===== src/logic/arbiter_pkg.sv =====
package arbiter_pkg;

  // largest supported number of requesters.
  localparam int ARBITER_MAX_REQUESTS = 16;

  // bit positions in the ENABLE_ARBITER parameter.
  localparam int ARBITER_ENABLE_FIXED = 0;
  localparam int ARBITER_ENABLE_RR    = 1;

  // lowest index wins, or rotate after each grant.
  typedef enum logic [0:0] {
    ARBITER_FIXED       = 1'b0,
    ARBITER_ROUND_ROBIN = 1'b1
  } arbiter_mode_e;

  typedef struct packed {
    arbiter_mode_e mode;
  } arbiter_config_t;

  // wide enough to index any requester.
  typedef logic [$clog2(ARBITER_MAX_REQUESTS)-1:0] arbiter_index_t;

  // grant width for a given requester count and encoding.
  function automatic int calc_grant_width(
    int requests,
    bit onehot_grant
  );
    int width;
    if (onehot_grant) begin
      width = requests;
    end
    else if (requests <= 1) begin
      width = 1;
    end
    else begin
      width = $clog2(requests);
    end
    return width;
  endfunction

  // binary index of a one-hot mask, zero when empty.
  function automatic arbiter_index_t onehot_to_index(
    logic [ARBITER_MAX_REQUESTS-1:0] onehot
  );
    arbiter_index_t index;
    index = '0;
    for (int i = 0; i < ARBITER_MAX_REQUESTS; i++) begin
      if (onehot[i]) begin
        index = index | arbiter_index_t'(i);
      end
    end
    return index;
  endfunction

endpackage


===== src/logic/arbiter_if.sv =====
`timescale 1ns/1ps

interface arbiter_if #(
  parameter int REQUESTS    = 4,
  parameter int GRANT_WIDTH = 4
);
  import arbiter_pkg::*;

  arbiter_config_t        arb_config;
  logic [REQUESTS-1:0]    request;
  logic [REQUESTS-1:0]    free;
  logic [GRANT_WIDTH-1:0] grant;
  logic                   active;

  // side that raises requests and releases grants.
  modport requester (
    output arb_config,
    output request,
    output free,
    input  grant,
    input  active
  );

  modport arbiter (
    input  arb_config,
    input  request,
    input  free,
    output grant,
    output active
  );

endinterface


===== src/logic/arbiter_select.sv =====
`timescale 1ns/1ps

module arbiter_select #(
  parameter int REQUESTS = 4
)(
  input  var logic                       i_clk,
  input  var logic                       i_rst,
  input  var arbiter_pkg::arbiter_mode_e i_mode,
  input  var logic [REQUESTS-1:0]        i_request,
  input  var logic                       i_update,
  output var logic [REQUESTS-1:0]        o_winner
);
  import arbiter_pkg::*;

  arbiter_index_t      pointer;
  arbiter_index_t      winner_index;
  arbiter_index_t      pointer_next;
  logic [REQUESTS-1:0] upper_mask;
  logic [REQUESTS-1:0] upper_request;
  logic [REQUESTS-1:0] fixed_winner;
  logic [REQUESTS-1:0] rr_winner;

  // lowest set bit as a one-hot mask.
  function automatic logic [REQUESTS-1:0] lowest_set(
    logic [REQUESTS-1:0] bits
  );
    logic [REQUESTS-1:0] result;
    result = '0;
    for (int i = REQUESTS - 1; i >= 0; i--) begin
      if (bits[i]) begin
        result    = '0;
        result[i] = 1'b1;
      end
    end
    return result;
  endfunction

  always_comb begin
    fixed_winner = lowest_set(i_request);
  end

  // requests at or above the pointer.
  always_comb begin
    for (int i = 0; i < REQUESTS; i++) begin
      upper_mask[i] = (i >= int'(pointer));
    end
  end

  assign upper_request = i_request & upper_mask;

  // search upward from the pointer, then wrap to the bottom.
  always_comb begin
    if (upper_request != '0) begin
      rr_winner = lowest_set(upper_request);
    end
    else begin
      rr_winner = lowest_set(i_request);
    end
  end

  always_comb begin
    if (i_mode == ARBITER_ROUND_ROBIN) begin
      o_winner = rr_winner;
    end
    else begin
      o_winner = fixed_winner;
    end
  end

  assign winner_index = onehot_to_index(ARBITER_MAX_REQUESTS'(o_winner));

  // one past the winner, wrapping at the last requester.
  always_comb begin
    if (int'(winner_index) >= (REQUESTS - 1)) begin
      pointer_next = '0;
    end
    else begin
      pointer_next = winner_index + arbiter_index_t'(1);
    end
  end

  always_ff @(posedge i_clk) begin
    if (i_rst) begin
      pointer <= '0;
    end
    else if (i_update && (i_request != '0)) begin
      pointer <= pointer_next;
    end
  end

endmodule


===== src/logic/arbiter_core.sv =====
`timescale 1ns/1ps

module arbiter_core #(
  parameter int       REQUESTS       = 4,
  parameter bit       ONEHOT_GRANT   = 1,
  parameter bit [1:0] ENABLE_ARBITER = '1,
  parameter int       GRANT_WIDTH    = arbiter_pkg::calc_grant_width(REQUESTS, ONEHOT_GRANT)
)(
  input var logic    i_clk,
  input var logic    i_rst,
  arbiter_if.arbiter bus
);
  import arbiter_pkg::*;

  arbiter_mode_e       mode;
  logic [REQUESTS-1:0] owner;
  logic [REQUESTS-1:0] winner;
  logic                idle;
  logic                owner_freed;
  logic                update;

  // config only matters when both schemes are built in.
  always_comb begin
    if (ENABLE_ARBITER[ARBITER_ENABLE_FIXED] && ENABLE_ARBITER[ARBITER_ENABLE_RR]) begin
      mode = bus.arb_config.mode;
    end
    else if (ENABLE_ARBITER[ARBITER_ENABLE_RR]) begin
      mode = ARBITER_ROUND_ROBIN;
    end
    else begin
      mode = ARBITER_FIXED;
    end
  end

  assign idle        = (owner == '0);
  assign owner_freed = |(owner & bus.free);

  // free on a non-owner bit falls out of the mask above.
  assign update = (idle && (bus.request != '0)) || owner_freed;

  arbiter_select #(
    .REQUESTS (REQUESTS)
  ) u_select (
    .i_clk     (i_clk      ),
    .i_rst     (i_rst      ),
    .i_mode    (mode       ),
    .i_request (bus.request),
    .i_update  (update     ),
    .o_winner  (winner     )
  );

  // owner is held until freed.
  always_ff @(posedge i_clk) begin
    if (i_rst) begin
      owner <= '0;
    end
    else if (update) begin
      owner <= winner;
    end
  end

  assign bus.active = !idle;

  if (ONEHOT_GRANT) begin : g_onehot
    assign bus.grant = GRANT_WIDTH'(owner);
  end
  else begin : g_binary
    arbiter_index_t owner_index;

    assign owner_index = onehot_to_index(ARBITER_MAX_REQUESTS'(owner));
    assign bus.grant   = GRANT_WIDTH'(owner_index);
  end

endmodule


===== src/logic/arbiter.sv =====
`timescale 1ns/1ps

module arbiter #(
  parameter int       REQUESTS       = 4,
  parameter bit       ONEHOT_GRANT   = 1,
  parameter bit [1:0] ENABLE_ARBITER = '1,
  parameter int       GRANT_WIDTH    = arbiter_pkg::calc_grant_width(REQUESTS, ONEHOT_GRANT)
)(
  input var logic    i_clk,
  input var logic    i_rst,
  arbiter_if.arbiter bus
);

  if (REQUESTS > 1) begin : g_core
    arbiter_core #(
      .REQUESTS       (REQUESTS      ),
      .ONEHOT_GRANT   (ONEHOT_GRANT  ),
      .ENABLE_ARBITER (ENABLE_ARBITER),
      .GRANT_WIDTH    (GRANT_WIDTH   )
    ) u_core (
      .i_clk (i_clk),
      .i_rst (i_rst),
      .bus   (bus  )
    );
  end
  else begin : g_single
    // nothing to arbitrate, the only requester always wins.
    always_comb begin
      if (ONEHOT_GRANT) begin
        bus.grant = GRANT_WIDTH'(bus.request);
      end
      else begin
        bus.grant = GRANT_WIDTH'(0);
      end
    end

    assign bus.active = bus.request[0];
  end

endmodule


===== src/logic/arbiter_top.sv =====
`timescale 1ns/1ps

module arbiter_top #(
  parameter int       REQUESTS       = 4,
  parameter bit       ONEHOT_GRANT   = 1,
  parameter bit [1:0] ENABLE_ARBITER = '1,
  parameter int       GRANT_WIDTH    = arbiter_pkg::calc_grant_width(REQUESTS, ONEHOT_GRANT)
)(
  input  var logic                       i_clk,
  input  var logic                       i_rst,
  input  var arbiter_pkg::arbiter_mode_e i_mode,
  input  var logic [REQUESTS-1:0]        i_request,
  input  var logic [REQUESTS-1:0]        i_free,
  output var logic [GRANT_WIDTH-1:0]     o_grant,
  output var logic                       o_active
);
  import arbiter_pkg::*;

  arbiter_config_t cfg;

  arbiter_if #(
    .REQUESTS    (REQUESTS   ),
    .GRANT_WIDTH (GRANT_WIDTH)
  ) u_bus ();

  // pack run-time mode into the config word.
  always_comb begin
    cfg      = '0;
    cfg.mode = i_mode;
  end

  assign u_bus.arb_config = cfg;
  assign u_bus.request    = i_request;
  assign u_bus.free       = i_free;

  arbiter #(
    .REQUESTS       (REQUESTS      ),
    .ONEHOT_GRANT   (ONEHOT_GRANT  ),
    .ENABLE_ARBITER (ENABLE_ARBITER),
    .GRANT_WIDTH    (GRANT_WIDTH   )
  ) u_arbiter (
    .i_clk (i_clk),
    .i_rst (i_rst),
    .bus   (u_bus)
  );

  assign o_grant  = u_bus.grant;
  assign o_active = u_bus.active;

endmodule


===== config.mk =====
export PLATFORM = sky130hd
export DESIGN_NAME = arbiter_top
export DESIGN_NICKNAME = d
export VERILOG_FILES = /design/src/logic/arbiter_pkg.sv /design/src/logic/arbiter_if.sv /design/src/logic/arbiter_select.sv /design/src/logic/arbiter_core.sv /design/src/logic/arbiter.sv /design/src/logic/arbiter_top.sv
export SDC_FILE = /design/constraint.sdc
export NUM_CORES = 1
export LEC_CHECK = 0
export BUFFER_PORTS_ARGS = -buffer_cell sky130_fd_sc_hd__buf_4
export CORE_MARGIN = 1.5
export CORE_UTILIZATION = 25
export CTS_CLUSTER_DIAMETER = 120
export CTS_CLUSTER_SIZE = 25
export DETAILED_ROUTE_END_ITERATION = 8
export PLACE_DENSITY = 0.45
export SLEW_MARGIN = 20
export SYNTH_ARGS = -nofsm -noshare
export SYNTH_HDL_FRONTEND = slang
export SYNTH_SLANG_ARGS = --single-unit

===== constraint.sdc =====
create_clock -name i_clk -period 2.2 [get_ports i_clk]
set_clock_uncertainty 0.1 [all_clocks]
set_input_delay 0.22 -clock i_clk [delete_from_list [all_inputs] [get_ports i_clk]]
set_output_delay 0.22 -clock i_clk [all_outputs]
set_load 0.01 [all_outputs]

### Word level (Yosys, flattened, before mapping)

Cells that the tools add are included.

| storage, ports and cells | value |
|---|---|
| bits in registers | 8 |
| input bits | 11 |
| word-level logic and storage cells | 32 |

| cells by class | value |
|---|---|
| add/subtract/negate cells | 1 |
| magnitude comparators | 5 |
| multiplexer cells | 14 |
| bitwise logic cells | 2 |
| reductions and logical operators | 8 |

Operators with widths:

| cell | number |
|---|---|
| 4-bit two-way mux | 11 |
| 4-bit AND | 2 |
| 1-bit by 4-bit >= comparator with 1-bit output (first input constant) | 2 |
| 2-bit by 4-bit >= comparator with 1-bit output (first input constant) | 2 |
| 4-bit nonzero test | 2 |
| 4-bit logical NOT | 1 |
| 2-bit two-way mux | 2 |
| 4-bit OR reduction | 1 |
| 2-bit by 1-bit adder with 3-bit output (second input constant) | 1 |
| 2-bit >= comparator (second input constant) | 1 |
| 1-bit logical AND | 2 |
| 1-bit logical NOT | 1 |
| 1-bit logical OR | 1 |
| 1-bit two-way mux | 1 |

### Logic depth before layout (Yosys ltp)

Gate-level depths: netlist of run 1.

| logic depth | value |
|---|---|
| depth after elaboration | 13 |
| mapped depth | 8 |

### By module

A second synthesis of run 1 with hierarchy kept.

| unflattened totals | value |
|---|---|
| cell total of the unflattened synthesis | 65 |
| area, all modules | 508.0 µm² |

By module, submodules not included:

| module | times used | cells each | area an instance (µm²) |
|---|---|---|---|
| arbiter_select | 1 | 41 | 286.5 |
| arbiter_core | 1 | 24 | 221.5 |

### Worst setup path before layout of run 1

Ideal clock, no wire load.

| path | value |
|---|---|
| path kind | flip-flop to flip-flop |
| start | register u_arbiter.g_core.u_core.u_select.pointer[1] |
| end | register u_arbiter.g_core.u_core.u_select.pointer[0] |
| data arrival time | 1.651 ns |
| required time | 1.999 ns |
| path slack | 0.348 ns |
| stages on the path, launching flop included | 8 |
| buffers on the path | 1 |
| clock period less this slack | 1.852 ns |
| cells stage by stage | dfxtp_1 buf_2 o21bai_1 and3_1 o31ai_1 nand2_1 ha_1 o41ai_1 |

| on the way | value |
|---|---|
| cells in the longest elaborated chain, start to end | 12 |
| elaborated cells between the ends (all ways) | 18 |
| those cells by class | add/sub: 1; order compare: 5; mux: 10; bitwise: 1; reduce/logical: 1 |

Ends and longest elaborated chain:

| element | RTL line | source |
|---|---|---|
| start, declared | arbiter_select.sv:15 | `arbiter_index_t pointer;` |
| start signal, assigned | arbiter_select.sv:87 | `pointer <= pointer_next;` |
| 2-bit by 4-bit >= comparator with 1-bit output | arbiter_select.sv:45 | `upper_mask[i] = (i >= int'(pointer));` |
| 4-bit AND * | arbiter_select.sv:49 | `assign upper_request = i_request & upper_mask;` |
| 4-bit two-way mux (3 in a row) | arbiter_select.sv:30 | `if (bits[i]) begin` |
| 4-bit two-way mux * | arbiter_select.sv:53 | `if (upper_request != '0) begin` |
| 4-bit two-way mux * | arbiter_select.sv:62 | `if (i_mode == ARBITER_ROUND_ROBIN) begin` |
| 1-bit two-way mux | arbiter_pkg.sv:48 | `if (onehot[i]) begin` |
| 2-bit two-way mux | arbiter_pkg.sv:48 |  |
| 2-bit two-way mux * | arbiter_pkg.sv:48 |  |
| 2-bit by 1-bit adder with 3-bit output / 2-bit >= comparator (equally long branches) | arbiter_select.sv:78, arbiter_select.sv:74 |  |
| 4-bit two-way mux * | arbiter_select.sv:74 | `if (int'(winner_index) >= (REQUESTS - 1)) begin` |

Mark *: on every way between the ends. The rest lies on a longest branch, timed or not.
A chain may end at the register's enable or synchronous reset.

### Final worst setup path of run 1

Same ends and word-level chain as after synthesis.

==> results of run 1 <==
## stage by stage
| stage | setup WS (ns) | hold slack, ns | utilization |
|---|---|---|---|
| 2_1_floorplan | 0.348 | 0.314 | - |
| 3_3_place_gp | 0.149 | 0.359 | 0.335 |
| 3_5_place_dp | 0.142 | 0.364 | 0.335 |
| 4_1_cts | 0.138 | 0.0991 | 0.347 |
| 5_1_grt | 0.109 | 0.103 | 0.349 |
| 6_report | 0.258 | 0.103 | 0.349 |
## placed cells by master, fill, tap and decap left out
| master | count |
|---|---|
| and2_1 | 1 |
| dfxtp_1 | 6 |
| a211oi_1 | 1 |
| a31o_2 | 1 |
| nand3b_1 | 1 |
| o32ai_1 | 1 |
| buf_4 | 16 |
| or3b_1 | 1 |
| o211ai_4 | 1 |
| nor2_1 | 5 |
| a32oi_1 | 2 |
| o31ai_1 | 1 |
| o41ai_1 | 1 |
| nand4b_1 | 1 |
| nor4_2 | 1 |
| a222oi_1 | 1 |
| nor2b_1 | 3 |
| mux2i_1 | 2 |
| nand2b_1 | 1 |
| nor3b_1 | 2 |
| a221oi_1 | 1 |
| ha_1 | 1 |
| and3_1 | 1 |
| clkbuf_4 | 3 |
| o41ai_2 | 1 |
| inv_1 | 5 |
| a211oi_2 | 1 |
| and4b_1 | 1 |
| o31ai_2 | 1 |
| nand2_1 | 4 |
| o2bb2ai_1 | 1 |
| or2_1 | 1 |
| a21bo_2 | 1 |
| or4_4 | 1 |
| o21ai_1 | 2 |
| nor3_1 | 1 |
| a31oi_1 | 1 |
| a21oi_1 | 1 |
| o21bai_1 | 1 |
## flip-flops by register name, indices dropped and copies added, names as in the netlist
register                                  cells
u_arbiter.g_core.u_core.bus.grant             4
u_arbiter.g_core.u_core.u_select.pointer      2
## worst max path at each step
stage	to	slack, ns	cells past startpoint
5_1_grt	u_arbiter.g_core.u_core.u_select.pointer[0]$_SDFFE_PP0P_	0.11	6
3_5_place_dp	u_arbiter.g_core.u_core.u_select.pointer[0]$_SDFFE_PP0P_	0.14	6
2_1_floorplan	u_arbiter.g_core.u_core.u_select.pointer[0]$_SDFFE_PP0P_	0.35	7
4_1_cts	u_arbiter.g_core.u_core.u_select.pointer[0]$_SDFFE_PP0P_	0.14	6
6_report	u_arbiter.g_core.u_core.u_select.pointer[0]$_SDFFE_PP0P_	0.26	6
3_3_place_gp	u_arbiter.g_core.u_core.u_select.pointer[0]$_SDFFE_PP0P_	0.15	6
## what timing repair did
action                                  CTS  global route
endpoints found under the hold margin     0             0
hold buffers                              0             0
endpoints found under the setup margin    0             1
resized for setup                         0             1
## cell families after synthesis
kind of cell	Yosys count	synth area share
AND/OR/NAND/NOR	25	0.296
AO/OA/AOI/OAI	20	0.345
buffers and inverters	9	0.0709
flip-flops	6	0.227
multiplexers	2	0.0378
adder cells (fa/ha/maj)	1	0.0236
## routing by layer
layer	vias up	global-route usage	wire length, um
met5	-	0	0
li1	273	-	-
met3	0	0.0399	37
met4	0	0.0286	0
met2	8	0.203	673
met1	270	0.140	625
## layout make-up
cell class                 instances  area share
clock buffer                       3      0.0325
inverter                           5      0.0271
multi-input combinational         48       0.544
sequential                         6       0.174
tap                               27      0.0488
timing repair buffer              16       0.174
## report_power, final
part	switching [mW]	internal, mW
sequential	0.0709	0.154
combinational	0.244	0.257
clock	0.0448	0.0621
==> impl_metrics.json, run 1 <==
{
  "status": "completed",
  "hpwl_um": 1010,
  "gr-usage-all-layers": 0.118,
  "final_nets": 92,
  "synth.most_common_cell": "dfxtp_1",
  "fin_crit_sh": 0.883,
  "worstSkewPairLatency_ns": 0.25,
  "multi_input_comb_area_um2": 377,
  "synth-seq-cells": 6,
  "setup_viol_count_final": 0,
  "drc": 0,
  "max_stage_delay_ns": 0.39,
  "tightest_slew_ns": 0.491,
  "regArea_um2": 120,
  "powerDensity_nw_per_um2": 1200,
  "netlist_area_um2": 529,
  "start_util": 0.267,
  "portBuffers": 15,
  "design_area_um2": 692,
  "cp_max_fo": 10,
  "ys_async_sr_fraction": 0,
  "clockRootBuffer": "clkbuf_4",
  "grt_max_degree": 11,
  "hold_path_depth": 2,
  "die-height_um": 49.0,
  "synth_edf_count": 0,
  "cts_made_buffers": 3,
  "min_to": "u_arbiter.g_core.u_core.bus.grant[3]$_SDFFE_PP0P_",
  "antenna_cells": 0,
  "cp_cell_sequence": "o21bai_1, and3_1, o31ai_2, nand2_1, ha_1, o41ai_1",
  "synthDominantCellAreaShare": 0.227,
  "grt_remaining_overflow": 0,
  "final-instance-count-excl-fill": 105,
  "cp_top_family": "compound AO/OA/AOI/OAI gates",
  "power.total_mw": 0.832,
  "rr_worst_depth": 6,
  "synth_cell_types": 38,
  "die_w_um": 49.0,
  "crit_buf_inv": 0,
  "post-cts-setup-buffer-count": 0,
  "drv_cap": 0,
  "die_area_um2": 2400,
  "fmax_ghz": 0.515,
  "fp.coreArea_um2": 1980,
  "cp-end-kind": "flip-flop",
  "synth_cells": 63,
  "synthFlopType": "dfxtp_1",
  "dpl_cell_area_um2": 664,
  "placed_cells": 102,
  "finalSetupTns_ns": 0,
  "maxSlewViolCount": 0,
  "area_growth_pct": 30.7,
  "synth_area_leaders": "dfxtp_1, o211ai_4, mux2i_1",
  "drive_gt1_frac": 0.346,
  "hold_class": "in -> reg",
  "post_synth.cell_area_avg_um2": 8.40,
  "reg2reg_from": "u_arbiter.g_core.u_core.u_select.pointer[1]$_SDFFE_PP0P_",
  "hold_violations": 0,
  "wirelength_um": 1340,
  "drt-wirelength-per-cell_um": 12.7,
  "start_kind": "flip-flop",
  "cts.path.max_buffers": 2,
  "htree_levels": 1,
  "dr_total_vias": 551,
  "reg2reg_to": "u_arbiter.g_core.u_core.u_select.pointer[0]$_SDFFE_PP0P_",
  "ios": 16,
  "clock_sinks": 6,
  "n_fill_cell": 206,
  "antenna_left": 0,
  "clkTransAtPathRegs_ns": 0.05,
  "relSlewSlack": 0.670,
  "grt_pass1_vias": 514,
  "period_needed_ns": 1.94,
  "rsz0062_at_grt": "no",
  "row_count": 16,
  "critical_path.startpoint": "u_arbiter.g_core.u_core.u_select.pointer[1]$_SDFFE_PP0P_",
  "path_class": "reg -> reg",
  "cts_tree": "built",
  "synth_fp_nets": 75,
  "grt_antenna_before_repair": 0,
  "grt_first_pass_wirelength_um": 2230,
  "cp.arrival_ns": 1.99,
  "hp-start": "i_rst",
  "ys_seq_area_frac": 0.227,
  "dr.first_iter.drc_count": 7,
  "vias_per_cell": 5.25,
  "irDropWorstVdd_uv": 557,
  "first_pass_iters": 4,
  "yosys.area.top_type": "dfxtp_1",
  "worst-r2r-setup-slack_ns": 0.26,
  "p_leak_nw": 0.284,
  "crit_required_ns": 2.24,
  "slowest_stage": "dfxtp_1",
  "gp_congestion": 0.814,
  "synth_common_cells": "dfxtp_1, inv_1, nor2_1",
  "yosysWarnings": 0
}
(Power assumes the default switching activity.)
==> run 2, diff against run 1 <==
Settings changed: BUFFER_PORTS_ARGS -buffer_cell sky130_fd_sc_hd__buf_4 to default, DONT_BUFFER_PORTS from default to 1, PLACE_DENSITY 0.45 to 0.38.
==> impl_metrics.json, run 2 (synthesis gave the netlist of run 1 again) <==
{
  "start_util": 0.267,
  "die_w_um": 49.0,
  "combPwrFrac": 0.543,
  "grt_antenna_before_repair": 0,
  "clock_sinks": 6,
  "dr_total_vias": 483,
  "cts_tree": "built",
  "crit_required_ns": 2.24,
  "grt_first_pass_wirelength_um": 2190,
  "fp.coreArea_um2": 1980,
  "path_class": "reg -> reg",
  "cts_made_buffers": 3,
  "n_fill_cell": 219,
  "die_area_um2": 2400,
  "post-cts-setup-buffer-count": 0,
  "setup_viol_count_final": 0,
  "dr.first_iter.drc_count": 7,
  "area_growth_pct": 10.4,
  "fin_hold_ws_ns": 0.0590,
  "largest_reg_flops": 4,
  "die-height_um": 49.0,
  "ios": 16,
  "status": "completed",
  "portBuffers": 0,
  "p_seq_frac": 0.321,
  "finalSetupTns_ns": 0,
  "netSwitchingFraction": 0.441,
  "fin_ws_ns": 0.217,
  "gp_congestion": 0.710,
  "worstSkewPairLatency_ns": 0.24,
  "relSlewSlack": 0.687,
  "intPower_mw": 0.416,
  "post-place-ws_ns": 0.193,
  "gr-usage-all-layers": 0.121,
  "cp.arrival_ns": 2.02,
  "cp_max_fo": 10,
  "rsz0062_at_grt": "no",
  "wirelength_um": 1270,
  "grt_max_degree": 11,
  "clkTransAtPathRegs_ns": 0.04,
  "hpwl_um": 982,
  "power.switching_mw": 0.328,
  "antenna_left": 0,
  "tightest_slew_ns": 0.466,
  "cp-end-kind": "flip-flop",
  "hold_class": "in -> reg",
  "grt_pass1_vias": 468,
  "cts.path.max_buffers": 2,
  "p_leak_nw": 0.216,
  "hold_violations": 0,
  "antenna_cells": 0,
  "drive_gt1_frac": 0.172,
  "final_cell_mix": "dfxtp_1, inv_1, nor2_1, nand2_1",
  "fmax_ghz": 0.504,
  "drt-wirelength-per-cell_um": 14.0,
  "clockRootBuffer": "clkbuf_4",
  "maxSlewViolCount": 0,
  "p_clk_frac": 0.136,
  "htree_levels": 1,
  "irDropWorstVdd_uv": 428,
  "first_pass_iters": 4,
  "drv_cap": 0,
  "worst-r2r-setup-slack_ns": 0.22,
  "final_common_cell": "dfxtp_1",
  "row_count": 16,
  "cts_resized": 0,
  "drc": 0,
  "period_needed_ns": 1.98,
  "final_nets": 78,
  "start_kind": "flip-flop",
  "grt_remaining_overflow": 0,
  "powerDensity_nw_per_um2": 1270,
  "vias_per_cell": 5.31,
  "fin_crit_sh": 0.901,
  "fin_util": 0.295
}
-- run 2: cell types whose count changed in the layout (fill, tap and decap cells not counted), sizes merged --
cell	change
buf	-15
dlygate4sd3	+1
-- run 2: power groups by stage --
stage	registers, mW	clock network [mW]	logic, mW
floorplan	0.201	0	0.373
global placement	0.244	0	0.406
detailed placement	0.241	0	0.404
CTS	0.239	0.110	0.409
global route	0.251	0.118	0.457
finish	0.239	0.101	0.404
-- run 2: metrics by stage --
stage / cells / power, mW / cell area (um2)
6_report: 91 / 0.744 / 584
5_1_grt: 91 / 0.825 / 584
4_1_cts: 91 / 0.757 / 584
3_5_place_dp: 87 / 0.645 / 552
3_3_place_gp: 87 / 0.650 / 552
2_1_floorplan: 63 / 0.574 / 529
-- run 2: metal layers --
layer	global-route usage	routed length, um	up-vias
met5	0	0	-
met1	0.141	590	226
li1	-	-	250
met4	0.0286	0	0
met3	0.0675	70	0
met2	0.192	610	7
-- run 2: final cells by class --
cell class,count,area (um2),area share
timing repair buffer,2,17.5,0.0300
inverter,5,18.8,0.0321
sequential,6,120,0.206
tap,27,33.8,0.0578
clock buffer,3,22.5,0.0385
multi-input combinational,48,372,0.636
-- run 2: repair_timing --
item,4_1_cts,5_1_grt
endpoints found under the hold margin,6,0
setup endpoints to repair,0,0
hold buffers,1,0
-- run 2: worst max-delay path: stages, from the launching register on --
cell	delay (ns)
dfxtp_1	0.40
o21bai_1	0.21
a21bo_2	0.24
a32oi_1	0.30
nand2_1	0.10
ha_1	0.21
o41ai_1	0.32
-- run 2: path summary, 6_finish.rpt --
kind,start,to,depth (start not counted)
setup / recovery,u_arbiter.g_core.u_core.u_select.pointer[1]$_SDFFE_PP0P_,u_arbiter.g_core.u_core.u_select.pointer[0]$_SDFFE_PP0P_,6
hold / removal,i_rst,u_arbiter.g_core.u_core.u_select.pointer[0]$_SDFFE_PP0P_,2
setup reg to reg,u_arbiter.g_core.u_core.u_select.pointer[1]$_SDFFE_PP0P_,u_arbiter.g_core.u_core.u_select.pointer[0]$_SDFFE_PP0P_,6
hold reg to reg,u_arbiter.g_core.u_core.bus.grant[1]$_SDFFE_PP0P_,u_arbiter.g_core.u_core.bus.grant[1]$_SDFFE_PP0P_,2
